===== config.mk =====
export PLATFORM = sky130hd
export DESIGN_NAME = l1_mem_top
export DESIGN_NICKNAME = d
export VERILOG_FILES = /design/src/hw/mem_msgs_pkg.sv /design/src/hw/mem_port_if.sv /design/src/hw/flush_ctrl.sv /design/src/hw/l1_cache.sv /design/src/hw/l1_mem_top.sv /design/src/hw/mem_arbiter.sv
export VERILOG_INCLUDE_DIRS = /design/src /design/src/hw
export SDC_FILE = /design/constraint.sdc
export NUM_CORES = 2
export LEC_CHECK = 0
export BUFFER_PORTS_ARGS = -buffer_cell sky130_fd_sc_hd__buf_4
export CORE_MARGIN = 2
export CORE_UTILIZATION = 55
export CTS_CLUSTER_SIZE = 12
export DETAILED_ROUTE_END_ITERATION = 6
export PLACE_DENSITY = 0.72
export RECOVER_POWER = 50
export SLEW_MARGIN = 20
export SYNTH_ARGS = -nofsm -noshare
export SYNTH_HDL_FRONTEND = slang
export SYNTH_SLANG_ARGS = --single-unit

===== constraint.sdc =====
create_clock -name clk -period 14.95 [get_ports clk]
set_clock_uncertainty 0.05 [all_clocks]
set_input_delay 0.7475 -clock clk [delete_from_list [all_inputs] [get_ports clk]]
set_output_delay 0.7475 -clock clk [all_outputs]
set_load 0.02 [all_outputs]

===== src/hw/l1_cache_cfg.svh =====
//======================================================================
// l1 cache configuration
// cache geometry and memory message field widths
//======================================================================

`ifndef L1_CACHE_CFG_SVH
`define L1_CACHE_CFG_SVH

// message field widths
`define MEM_ADDR_BITS   32
`define MEM_DATA_BITS   32
`define MEM_OPAQUE_BITS 8

// direct-mapped, one 32-bit word per line
`define CACHE_LINES     16
`define CACHE_IDX_BITS  4
`define CACHE_OFF_BITS  2
`define CACHE_TAG_BITS  (`MEM_ADDR_BITS - `CACHE_IDX_BITS - `CACHE_OFF_BITS)

`endif


===== src/hw/mem_msgs_pkg.sv =====
//======================================================================
// memory message types
// request/response messages and the cache address view
//======================================================================

`default_nettype none

`include "l1_cache_cfg.svh"

package mem_msgs_pkg;

  typedef enum logic [0:0] {
    MEM_READ  = 1'b0,
    MEM_WRITE = 1'b1
  } mem_type_e;

  // msg_type carries the read/write kind
  typedef struct packed {
    mem_type_e                    msg_type;
    logic [`MEM_OPAQUE_BITS-1:0]  opaque;
    logic [`MEM_ADDR_BITS-1:0]    addr;
    logic [`MEM_DATA_BITS-1:0]    data;
  } mem_req_t;

  // data is zero on a write ack
  typedef struct packed {
    mem_type_e                    msg_type;
    logic [`MEM_OPAQUE_BITS-1:0]  opaque;
    logic [`MEM_DATA_BITS-1:0]    data;
  } mem_resp_t;

  // same address word, raw or split into tag / idx / off
  typedef union packed {
    logic [`MEM_ADDR_BITS-1:0] raw;
    struct packed {
      logic [`CACHE_TAG_BITS-1:0] tag;
      logic [`CACHE_IDX_BITS-1:0] idx;
      logic [`CACHE_OFF_BITS-1:0] off;
    } f;
  } cache_addr_u;

endpackage

`default_nettype wire


===== src/hw/mem_port_if.sv =====
//======================================================================
// memory port interface
// val/rdy request channel plus val/rdy response channel
//======================================================================

`timescale 1ns/1ns
`default_nettype none

interface mem_port_if ();
  import mem_msgs_pkg::*;

  // request channel
  logic      req_val;
  logic      req_rdy;
  mem_req_t  req_msg;

  // response channel
  logic      resp_val;
  logic      resp_rdy;
  mem_resp_t resp_msg;

  // requester side
  modport master (
    output req_val, req_msg, resp_rdy,
    input  req_rdy, resp_val, resp_msg
  );

  // responder side
  modport slave (
    input  req_val, req_msg, resp_rdy,
    output req_rdy, resp_val, resp_msg
  );

endinterface

`default_nettype wire


===== src/hw/flush_ctrl.sv =====
//======================================================================
// flush controller
// fans a flush out to both caches, one done pulse when both finish
//======================================================================

`timescale 1ns/1ns
`default_nettype none

module flush_ctrl (
  input  logic clk,
  input  logic rst_n,
  input  logic flush,
  output logic flush_req_i,
  output logic flush_req_d,
  input  logic flush_ack_i,
  input  logic flush_ack_d,
  output logic flush_done
);

  logic pend_i_q;
  logic pend_d_q;
  logic busy;
  logic last_ack;

  assign busy = pend_i_q || pend_d_q;

  // every pending side is acked in this cycle
  assign last_ack = busy && (!pend_i_q || flush_ack_i) && (!pend_d_q || flush_ack_d);

  always_ff @(posedge clk) begin
    if (!rst_n) begin
      pend_i_q    <= 1'b0;
      pend_d_q    <= 1'b0;
      flush_req_i <= 1'b0;
      flush_req_d <= 1'b0;
      flush_done  <= 1'b0;
    end else begin
      flush_req_i <= 1'b0;
      flush_req_d <= 1'b0;
      flush_done  <= last_ack;
      if (!busy) begin
        // new flush only when nothing is pending
        if (flush) begin
          pend_i_q    <= 1'b1;
          pend_d_q    <= 1'b1;
          flush_req_i <= 1'b1;
          flush_req_d <= 1'b1;
        end
      end else begin
        if (flush_ack_i) begin
          pend_i_q <= 1'b0;
        end
        if (flush_ack_d) begin
          pend_d_q <= 1'b0;
        end
      end
    end
  end

endmodule

`default_nettype wire


===== src/hw/l1_cache.sv =====
//======================================================================
// l1 cache
// blocking direct-mapped write-through cache, one word per line,
// with a line-by-line invalidate walker for flush
//======================================================================

`timescale 1ns/1ns
`default_nettype none

`include "l1_cache_cfg.svh"

module l1_cache (
  input  logic        clk,
  input  logic        rst_n,
  mem_port_if.slave   cpu,
  mem_port_if.master  refill,
  input  logic        flush_req,
  output logic        flush_ack
);
  import mem_msgs_pkg::*;

  localparam int unsigned         LINES    = `CACHE_LINES;
  localparam int unsigned         IDX_BITS = `CACHE_IDX_BITS;
  localparam logic [IDX_BITS-1:0] LAST_IDX = IDX_BITS'(LINES - 1);

  typedef enum logic [1:0] {
    ST_IDLE,
    ST_MEM_WAIT,
    ST_RESPOND,
    ST_FLUSH
  } state_e;

  state_e                     state_q;

  // line storage
  logic [LINES-1:0]           valid_q;
  logic [`CACHE_TAG_BITS-1:0] tag_q  [LINES];
  logic [`MEM_DATA_BITS-1:0]  data_q [LINES];

  // request being served and its response
  mem_req_t                   req_q;
  mem_resp_t                  resp_q;
  logic                       req_sent_q;

  // flush bookkeeping
  logic                       flush_pend_q;
  logic [IDX_BITS-1:0]        flush_idx_q;

  cache_addr_u                in_addr;
  cache_addr_u                req_addr;
  logic                       in_hit;
  logic                       in_write;
  logic                       cpu_go;
  logic                       fill_go;

  //====================================================================
  // lookup
  //====================================================================

  assign in_addr.raw  = cpu.req_msg.addr;
  assign req_addr.raw = req_q.addr;

  assign in_hit   = valid_q[in_addr.f.idx] && (tag_q[in_addr.f.idx] == in_addr.f.tag);
  assign in_write = (cpu.req_msg.msg_type == MEM_WRITE);

  // no new request while a flush is waiting or starting
  assign cpu.req_rdy  = (state_q == ST_IDLE) && !flush_pend_q && !flush_req;
  assign cpu.resp_val = (state_q == ST_RESPOND);
  assign cpu.resp_msg = resp_q;

  assign cpu_go  = cpu.req_val && cpu.req_rdy;
  assign fill_go = refill.resp_val && refill.resp_rdy;

  // one memory transaction per miss or write
  assign refill.req_val  = (state_q == ST_MEM_WAIT) && !req_sent_q;
  assign refill.req_msg  = req_q;
  assign refill.resp_rdy = (state_q == ST_MEM_WAIT) && req_sent_q;

  //====================================================================
  // control FSM
  //====================================================================

  always_ff @(posedge clk) begin
    if (!rst_n) begin
      state_q      <= ST_IDLE;
      valid_q      <= '0;
      req_sent_q   <= 1'b0;
      flush_pend_q <= 1'b0;
      flush_idx_q  <= '0;
      flush_ack    <= 1'b0;
    end else begin
      flush_ack <= 1'b0;
      case (state_q)
        ST_IDLE: begin
          if (flush_req || flush_pend_q) begin
            state_q      <= ST_FLUSH;
            flush_pend_q <= 1'b0;
            flush_idx_q  <= '0;
          end else if (cpu_go) begin
            if (!in_write && in_hit) begin
              state_q <= ST_RESPOND;
            end else begin
              state_q    <= ST_MEM_WAIT;
              req_sent_q <= 1'b0;
            end
          end
        end
        ST_MEM_WAIT: begin
          if (flush_req) begin
            flush_pend_q <= 1'b1;
          end
          if (refill.req_val && refill.req_rdy) begin
            req_sent_q <= 1'b1;
          end
          if (fill_go) begin
            state_q <= ST_RESPOND;
            // no allocate on write miss
            if (req_q.msg_type == MEM_READ) begin
              valid_q[req_addr.f.idx] <= 1'b1;
            end
          end
        end
        ST_RESPOND: begin
          if (flush_req) begin
            flush_pend_q <= 1'b1;
          end
          if (cpu.resp_rdy) begin
            state_q <= ST_IDLE;
          end
        end
        ST_FLUSH: begin
          // invalidate one line per cycle
          valid_q[flush_idx_q] <= 1'b0;
          flush_idx_q          <= flush_idx_q + 1'b1;
          if (flush_idx_q == LAST_IDX) begin
            state_q   <= ST_IDLE;
            flush_ack <= 1'b1;
          end
        end
        default: begin
          state_q <= ST_IDLE;
        end
      endcase
    end
  end

  //====================================================================
  // datapath
  //====================================================================

  always_ff @(posedge clk) begin
    if (cpu_go) begin
      req_q           <= cpu.req_msg;
      resp_q.msg_type <= cpu.req_msg.msg_type;
      resp_q.opaque   <= cpu.req_msg.opaque;
      resp_q.data     <= in_write ? '0 : data_q[in_addr.f.idx];
      // write hit keeps the line in step with memory
      if (in_write && in_hit) begin
        data_q[in_addr.f.idx] <= cpu.req_msg.data;
      end
    end
    if (fill_go && (req_q.msg_type == MEM_READ)) begin
      tag_q[req_addr.f.idx]  <= req_addr.f.tag;
      data_q[req_addr.f.idx] <= refill.resp_msg.data;
      resp_q.data            <= refill.resp_msg.data;
    end
  end

endmodule

`default_nettype wire


===== src/hw/l1_mem_top.sv =====
//======================================================================
// l1 memory subsystem top
// split instruction/data caches sharing one memory port
//======================================================================

`timescale 1ns/1ns
`default_nettype none

module l1_mem_top (
  input  logic                   clk,
  input  logic                   rst_n,

  // instruction port
  input  logic                   imem_req_val,
  output logic                   imem_req_rdy,
  input  mem_msgs_pkg::mem_req_t  imem_req_msg,
  output logic                   imem_resp_val,
  input  logic                   imem_resp_rdy,
  output mem_msgs_pkg::mem_resp_t imem_resp_msg,

  // data port
  input  logic                   dmem_req_val,
  output logic                   dmem_req_rdy,
  input  mem_msgs_pkg::mem_req_t  dmem_req_msg,
  output logic                   dmem_resp_val,
  input  logic                   dmem_resp_rdy,
  output mem_msgs_pkg::mem_resp_t dmem_resp_msg,

  // shared memory
  output logic                   mem_req_val,
  input  logic                   mem_req_rdy,
  output mem_msgs_pkg::mem_req_t  mem_req_msg,
  input  logic                   mem_resp_val,
  output logic                   mem_resp_rdy,
  input  mem_msgs_pkg::mem_resp_t mem_resp_msg,

  input  logic                   flush,
  output logic                   flush_done
);

  mem_port_if cpu_i_port ();
  mem_port_if cpu_d_port ();
  mem_port_if refill_i ();
  mem_port_if refill_d ();
  mem_port_if mem_bus ();

  logic flush_req_i;
  logic flush_req_d;
  logic flush_ack_i;
  logic flush_ack_d;

  //====================================================================
  // plain ports onto the interfaces
  //====================================================================

  assign cpu_i_port.req_val  = imem_req_val;
  assign cpu_i_port.req_msg  = imem_req_msg;
  assign cpu_i_port.resp_rdy = imem_resp_rdy;
  assign imem_req_rdy        = cpu_i_port.req_rdy;
  assign imem_resp_val       = cpu_i_port.resp_val;
  assign imem_resp_msg       = cpu_i_port.resp_msg;

  assign cpu_d_port.req_val  = dmem_req_val;
  assign cpu_d_port.req_msg  = dmem_req_msg;
  assign cpu_d_port.resp_rdy = dmem_resp_rdy;
  assign dmem_req_rdy        = cpu_d_port.req_rdy;
  assign dmem_resp_val       = cpu_d_port.resp_val;
  assign dmem_resp_msg       = cpu_d_port.resp_msg;

  assign mem_req_val          = mem_bus.req_val;
  assign mem_req_msg          = mem_bus.req_msg;
  assign mem_resp_rdy         = mem_bus.resp_rdy;
  assign mem_bus.req_rdy      = mem_req_rdy;
  assign mem_bus.resp_val     = mem_resp_val;
  assign mem_bus.resp_msg     = mem_resp_msg;

  flush_ctrl flush0 (
    .clk         (clk),
    .rst_n       (rst_n),
    .flush       (flush),
    .flush_req_i (flush_req_i),
    .flush_req_d (flush_req_d),
    .flush_ack_i (flush_ack_i),
    .flush_ack_d (flush_ack_d),
    .flush_done  (flush_done)
  );

  l1_cache icache (
    .clk       (clk),
    .rst_n     (rst_n),
    .cpu       (cpu_i_port.slave),
    .refill    (refill_i.master),
    .flush_req (flush_req_i),
    .flush_ack (flush_ack_i)
  );

  l1_cache dcache (
    .clk       (clk),
    .rst_n     (rst_n),
    .cpu       (cpu_d_port.slave),
    .refill    (refill_d.master),
    .flush_req (flush_req_d),
    .flush_ack (flush_ack_d)
  );

  mem_arbiter arb0 (
    .clk    (clk),
    .rst_n  (rst_n),
    .port_i (refill_i.slave),
    .port_d (refill_d.slave),
    .mem    (mem_bus.master)
  );

endmodule

`default_nettype wire


===== src/hw/mem_arbiter.sv =====
//======================================================================
// memory arbiter
// round-robin merge of two cache ports onto one memory port,
// one transaction in flight at a time
//======================================================================

`timescale 1ns/1ns
`default_nettype none

module mem_arbiter (
  input  logic        clk,
  input  logic        rst_n,
  mem_port_if.slave   port_i,
  mem_port_if.slave   port_d,
  mem_port_if.master  mem
);
  import mem_msgs_pkg::*;

  // owner_q is 1 for the data side, and doubles as last winner
  logic busy_q;
  logic sent_q;
  logic owner_q;
  logic sel;
  logic cur;

  // round-robin pick while idle
  always_comb begin
    if (port_i.req_val && port_d.req_val) begin
      sel = ~owner_q;
    end else begin
      sel = port_d.req_val;
    end
  end

  assign cur = busy_q ? owner_q : sel;

  //====================================================================
  // request steering
  //====================================================================

  always_comb begin
    if (busy_q) begin
      mem.req_val = !sent_q && (owner_q ? port_d.req_val : port_i.req_val);
    end else begin
      mem.req_val = port_i.req_val || port_d.req_val;
    end
  end

  assign mem.req_msg = cur ? port_d.req_msg : port_i.req_msg;

  assign port_i.req_rdy = mem.req_rdy && !cur && !(busy_q && sent_q);
  assign port_d.req_rdy = mem.req_rdy &&  cur && !(busy_q && sent_q);

  //====================================================================
  // response steering, back to the owner only
  //====================================================================

  assign port_i.resp_val = busy_q && !owner_q && mem.resp_val;
  assign port_d.resp_val = busy_q &&  owner_q && mem.resp_val;
  assign port_i.resp_msg = mem.resp_msg;
  assign port_d.resp_msg = mem.resp_msg;

  assign mem.resp_rdy = busy_q && (owner_q ? port_d.resp_rdy : port_i.resp_rdy);

  always_ff @(posedge clk) begin
    if (!rst_n) begin
      busy_q  <= 1'b0;
      sent_q  <= 1'b0;
      owner_q <= 1'b1;
    end else if (!busy_q) begin
      if (mem.req_val) begin
        busy_q  <= 1'b1;
        owner_q <= sel;
        sent_q  <= mem.req_rdy;
      end
    end else begin
      if (mem.req_val && mem.req_rdy) begin
        sent_q <= 1'b1;
      end
      // release only after the response is taken
      if (mem.resp_val && mem.resp_rdy) begin
        busy_q <= 1'b0;
        sent_q <= 1'b0;
      end
    end
  end

endmodule

`default_nettype wire


Yosys cells after proc, flatten, opt, wreduce, memory -nomap -nowiden:

Memory sizes are Yosys's and may differ from the RTL's.
Cells that the tools add are included.

* $lt $le $gt $ge: 10
* multiplexer cells: 94
* reduce and logical (&&, ||, !) cells: 96
* $add $sub $neg: 2
* equality and inequality tests: 35
* bitwise logic cells: 11

Operators by type and width (number)
* two-way mux 32 bit: 8
* two-way mux 73 bit: 1
* two-way mux 16 bit: 4
* case mux 16 bit (2 select lines): 2
* OR reduction 32 bit: 2
* equality test 26 bit: 2
* two-way mux 1 bit: 49
* logical AND 1 bit: 42
* AND 16 bit: 2
* inverter 16 bit: 2
* OR 16 bit: 2
* less-than comparator 4 x 5 -> 1 bit (second input constant): 6
* two-way mux 2 bit: 12
* inequality test 2 x 1 -> 1 bit (second input constant): 12
* nonzero test 2 bit: 12
* inequality test 2 bit (second input constant): 10
* demux 1 bit (select 4 bit): 4
* greater-or-equal comparator 4 x 1 -> 1 bit (second input constant): 4
* two-way mux 4 bit: 4
* case mux 2 bit (4 select lines): 2
* case mux 4 bit (2 select lines): 2
* AND reduction 2 bit: 8
* logical NOT 1 bit: 13
* AND reduction 3 bit: 4
* other kinds (14): 39

* RAM bits: 1856
* input port bits: 196
* register bits after elaboration: 267
* memories: 4

Memories
* dcache.data_q: depth 16, bits a word 32, read ports 1, clocked after Yosys merged registers in 0, write ports 1, line l1_cache.sv:38 `` logic [`MEM_DATA_BITS-1:0] data_q [LINES]; ``
* icache.data_q: depth 16, bits a word 32, read ports 1, clocked after Yosys merged registers in 0, write ports 1, line l1_cache.sv:38
* dcache.tag_q: depth 16, bits a word 26, read ports 1, clocked after Yosys merged registers in 0, write ports 1, line l1_cache.sv:37 `` logic [`CACHE_TAG_BITS-1:0] tag_q [LINES]; ``
* icache.tag_q: depth 16, bits a word 26, read ports 1, clocked after Yosys merged registers in 0, write ports 1, line l1_cache.sv:37

Depth between registers and ports, before layout:

* depth in word-level cells: 11
* mapped depth: 13
* gate-level depth less buffers: 11

Modules after synthesis:

A second synthesis with hierarchy kept.

* cells, all modules: 4266
* area, all modules: 84871.4 um2

By module, submodules not included
* l1_cache at dcache: times used 1, cells an instance 2061, area an instance 41416.0 um2
* l1_cache at icache: times used 1, cells an instance 1996, area an instance 41315.9 um2
* mem_arbiter: times used 1, cells an instance 196, area an instance 1988.2 um2
* flush_ctrl: times used 1, cells an instance 13, area an instance 151.4 um2

Worst setup path after synthesis:

No wires, ideal clock.

* path type: input to register
* from: input port dmem_req_val
* to: memory dcache.data_q[10][0] (netlist name) (enable)
* arrival time: 5167 ps
* setup slack: 9312 ps
* stages: 6
* library setup time: 421 ps
* path buffers: 1
* cell sequence: and3_1 clkbuf_1 and3_1 nand4_1 o31a_1 nor2_1

* longest elaborated chain between the ends: 4

Ends and longest elaborated chain
* from (decl): line l1_mem_top.sv:22 `input logic dmem_req_val,`
* logical AND 1 bit: line l1_cache.sv:71 `assign cpu_go = cpu.req_val && cpu.req_rdy;`
* named net dcache.cpu_go: line l1_cache.sv:53 `logic cpu_go;`
* two-way mux 1 bit: line l1_cache.sv:152 `if (cpu_go) begin`
* two-way mux 1 bit (implied by the code): line l1_cache.sv:159 `data_q[in_addr.f.idx] <= cpu.req_msg.data;`
* two-way mux 1 bit (no source line)
* to (decl): line l1_cache.sv:38

The timed path passes the listed nets, and every way through them passes these cells.

Worst setup path in the final report:

* from: input port dmem_req_msg[34] (netlist name)
* to: memory dcache.data_q[13][8] (netlist name) (enable)

* longest elaborated chain between the ends: 8
* elaborated cells on any way between the ends: 11

Ends and longest elaborated chain
* from (decl): line l1_mem_top.sv:24 `input mem_msgs_pkg::mem_req_t dmem_req_msg,`
* memory read (16 x 26 bit) / binary-select mux 1 bit (select 4 bit) (equally long branches)
* equality test 26 bit / two-way mux 1 bit (equally long branches): line l1_cache.sv:63 `assign in_hit = valid_q[in_addr.f.idx] && (tag_q[in_addr.f.idx] == in_addr.f.tag);`
* logical AND 1 bit: line l1_cache.sv:63
* logical AND 1 bit: line l1_cache.sv:158 `if (in_write && in_hit) begin`
* two-way mux 1 bit: line l1_cache.sv:158
* two-way mux 1 bit: line l1_cache.sv:152
* two-way mux 1 bit (implied by the code): line l1_cache.sv:159
* two-way mux 1 bit (no source line)

Several ways; a longest one is shown, not always the timed one. The select of a mux whose other input is x is not followed.

==> qor.csv <==
metric;value;unit
power_frac_clock;35.8;%
dr_total_vias;42200;
cts_made_buffers;209;
grt_remaining_overflow;0;
gp_congestion;0.915;
max-cap-violations;27;
initialDrtViolationCount;5110;
end_kind;flop;
synth_cell_types;71;
fp-row-count;142;
cts_hold_buf;0;
status;finished, violations left;
finalSetupViolCount;0;
hp-class;in -> reg;
die_y;393;um
r2r_slack;8.48;ns
ys_warn_count;0;
syn-num-nets;4249;
synth-edff-count;2066;
slew_headroom;-321;%
max-vdd-ir-drop;0.146;mV
drtPass1Iterations;6;
grt_use_total;28.3;%
antenna_found_initial;32;
synth-async-reset-ratio;0;%
cts-root-buf;clkbuf_16;
wl_per_cell;32.5;um
p_seq_share;52.8;%
layout.nets;4683;
grt_setup_unrepaired;no;
powerDensity;143;mW/mm^2
clockBufferDepth;3;
syn_area;0.0832;sq mm
wl;215;mm
grt_start_max_net_pins;149;
period_needed;9.28;ns
finalHoldViolCount;0;
boundaryPins;358;
final_common_cell;edfxtp_1;
via_per_inst;6.38;
clkLatencyLatePin;0.82;ns
critical_path_class;in -> reg;
mostFrequentLayoutCells;edfxtp_1, mux4_2, clkbuf_1;
violations;capacitance limit, slew limit;
switching_power;3.35;mW
drc;0;
post-cts-setup-buffers;0;
synth_cells;4036;
cts_repair_resize_count;0;
grt_pass1_wl;305;mm
path_clk_slew;0.06;ns
syn_to_final_growth;12.7;%
ant_nets;0;
fp.coreArea;0.150;sq mm
leakage;30.2;nW
fin_setup_tns;0;ns
synth_area_per_cell;20.6;sq um
synth_ff_type;edfxtp_1;
clock_sinks;2123;
fmax;0.108;GHz
cts_tree;done;
yosysSeqAreaShare;75.9;%
cp-start-kind;input port;
dpl_cell_area;0.0886;sq mm
switching_share;25.0;%
die_area;0.154;sq mm
grt_pass1_vias;42300;
crit_arrival;9.65;ns
combPwrFrac;11.4;%
tightest_slew;6.32;ns
utilization;62.5;%
slew_viol_final;817;
port_buffers;348;
worstPathRequired;15.32;ns
drive_gt1_share;25.0;%
fin_crit_sh;62.1;%
ctsHtreeMaxLevel;4;
stdcell_area;0.0938;sq mm
hpwl;126;mm
path_max_fanout;96;
start_util;55.4;%
synth_seq_cells;2123;
p_int;10.0;mW
die_w;393;um
-- path summary, 6_finish.rpt --
| path | startpoint | to | depth (start not counted) |
|---|---|---|---|
| min | imem_req_msg[64] | icache.refill.req_msg[64] | 1 |
| max | dmem_req_msg[34] | dcache.data_q[13][8] | 11 |
| min reg2reg | flush0.pend_d_q | flush0.flush_req_i | 1 |
| max reg2reg | icache.state_q[1] | icache.cpu.resp_msg[3] | 6 |
-- registers in the layout, summed over array words and instances, names as in the netlist, 32 cells and up --
signal and count:
dcache.data_q 512, icache.data_q 512, dcache.tag_q 416, icache.tag_q 416
dcache.refill.req_msg 41, icache.refill.req_msg 41, dcache.cpu.resp_msg 32, dcache.req_addr 32
icache.cpu.resp_msg 32, icache.req_addr 32
-- layout make-up --
type	instances	area [sq um]
antenna	7	17.5
clock buffer	285	5710
clock inverter	54	359
fill	10400	56300
inverter	91	347
multi-input combinational	1606	19000
sequential	2123	63200
tap	2016	2520
timing repair buffer	439	2630
-- power by group through the flow --
stage	Sequential, mW	Combinational (mW)	Clock (mW)
2_1_floorplan	7.11	0.864	0
3_3_place_gp	7.19	1.55	0
3_5_place_dp	7.20	1.56	0
4_1_cts	7.08	1.57	4.84
5_1_grt	7.10	1.60	5.07
6_report	7.08	1.52	4.80
-- per-layer routing --
metal | up-vias | routed length [um] | GRT usage [%]
li1 | 17300 | - | -
met5 | - | 224 | 0
met2 | 2382 | 101000 | 43.8
met4 | 36 | 6620 | 8.37
met3 | 343 | 25400 | 8.17
met1 | 22100 | 81700 | 39.5
-- synthesized netlist by cell type (34+ instances only) --
| cell type | count | area, sq um |
|---|---|---|
| mux2_2 | 86 | 968 |
| mux2i_1 | 139 | 1390 |
| buf_4 | 36 | 270 |
| xnor2_1 | 42 | 368 |
| buf_1 | 34 | 128 |
| mux4_2 | 506 | 11400 |
| clkbuf_1 | 85 | 319 |
| inv_1 | 86 | 323 |
| nor3_1 | 38 | 190 |
| o21ai_0 | 94 | 470 |
| dfxtp_1 | 57 | 1140 |
| nor2_1 | 113 | 424 |
| buf_2 | 53 | 265 |
| nand2_1 | 261 | 980 |
| edfxtp_1 | 2066 | 62000 |
| a21oi_1 | 35 | 175 |
-- per-stage QoR --
step	setup WS, ns	hold slack [ns]	instances	power, mW
finish	5.67	0.0742	6621	13.4
global route	4.96	0.0447	6615	13.8
CTS	9.35	0.00617	6612	13.5
detailed placement	8.50	0.417	6273	8.76
floorplan	9.31	0.378	4036	7.98
global placement	8.52	0.403	6270	8.74
-- kinds of logic after synthesis --
logic type / share of synthesized area (%)
AOI/OAI and AO/OA: 2.00
xor gates and xnor gates: 0.558
adders and majority gates: 0.256
buffers and inverters: 1.71
DFF: 75.9
muxes: 16.6
and+or+nand+nor: 3.02
-- worst max-delay path, cell delays in order --
cell      delay, ns
clkbuf_1       4.36
buf_12         0.49
mux4_2         0.60
o22ai_1        0.21
a31oi_1        0.12
xnor2_1        0.30
nand4_1        0.19
nor4_1         0.60
nand4_1        0.43
o21ai_1        0.41
and2_2         0.94
Note: power is estimated with default switching activity, not from simulation.
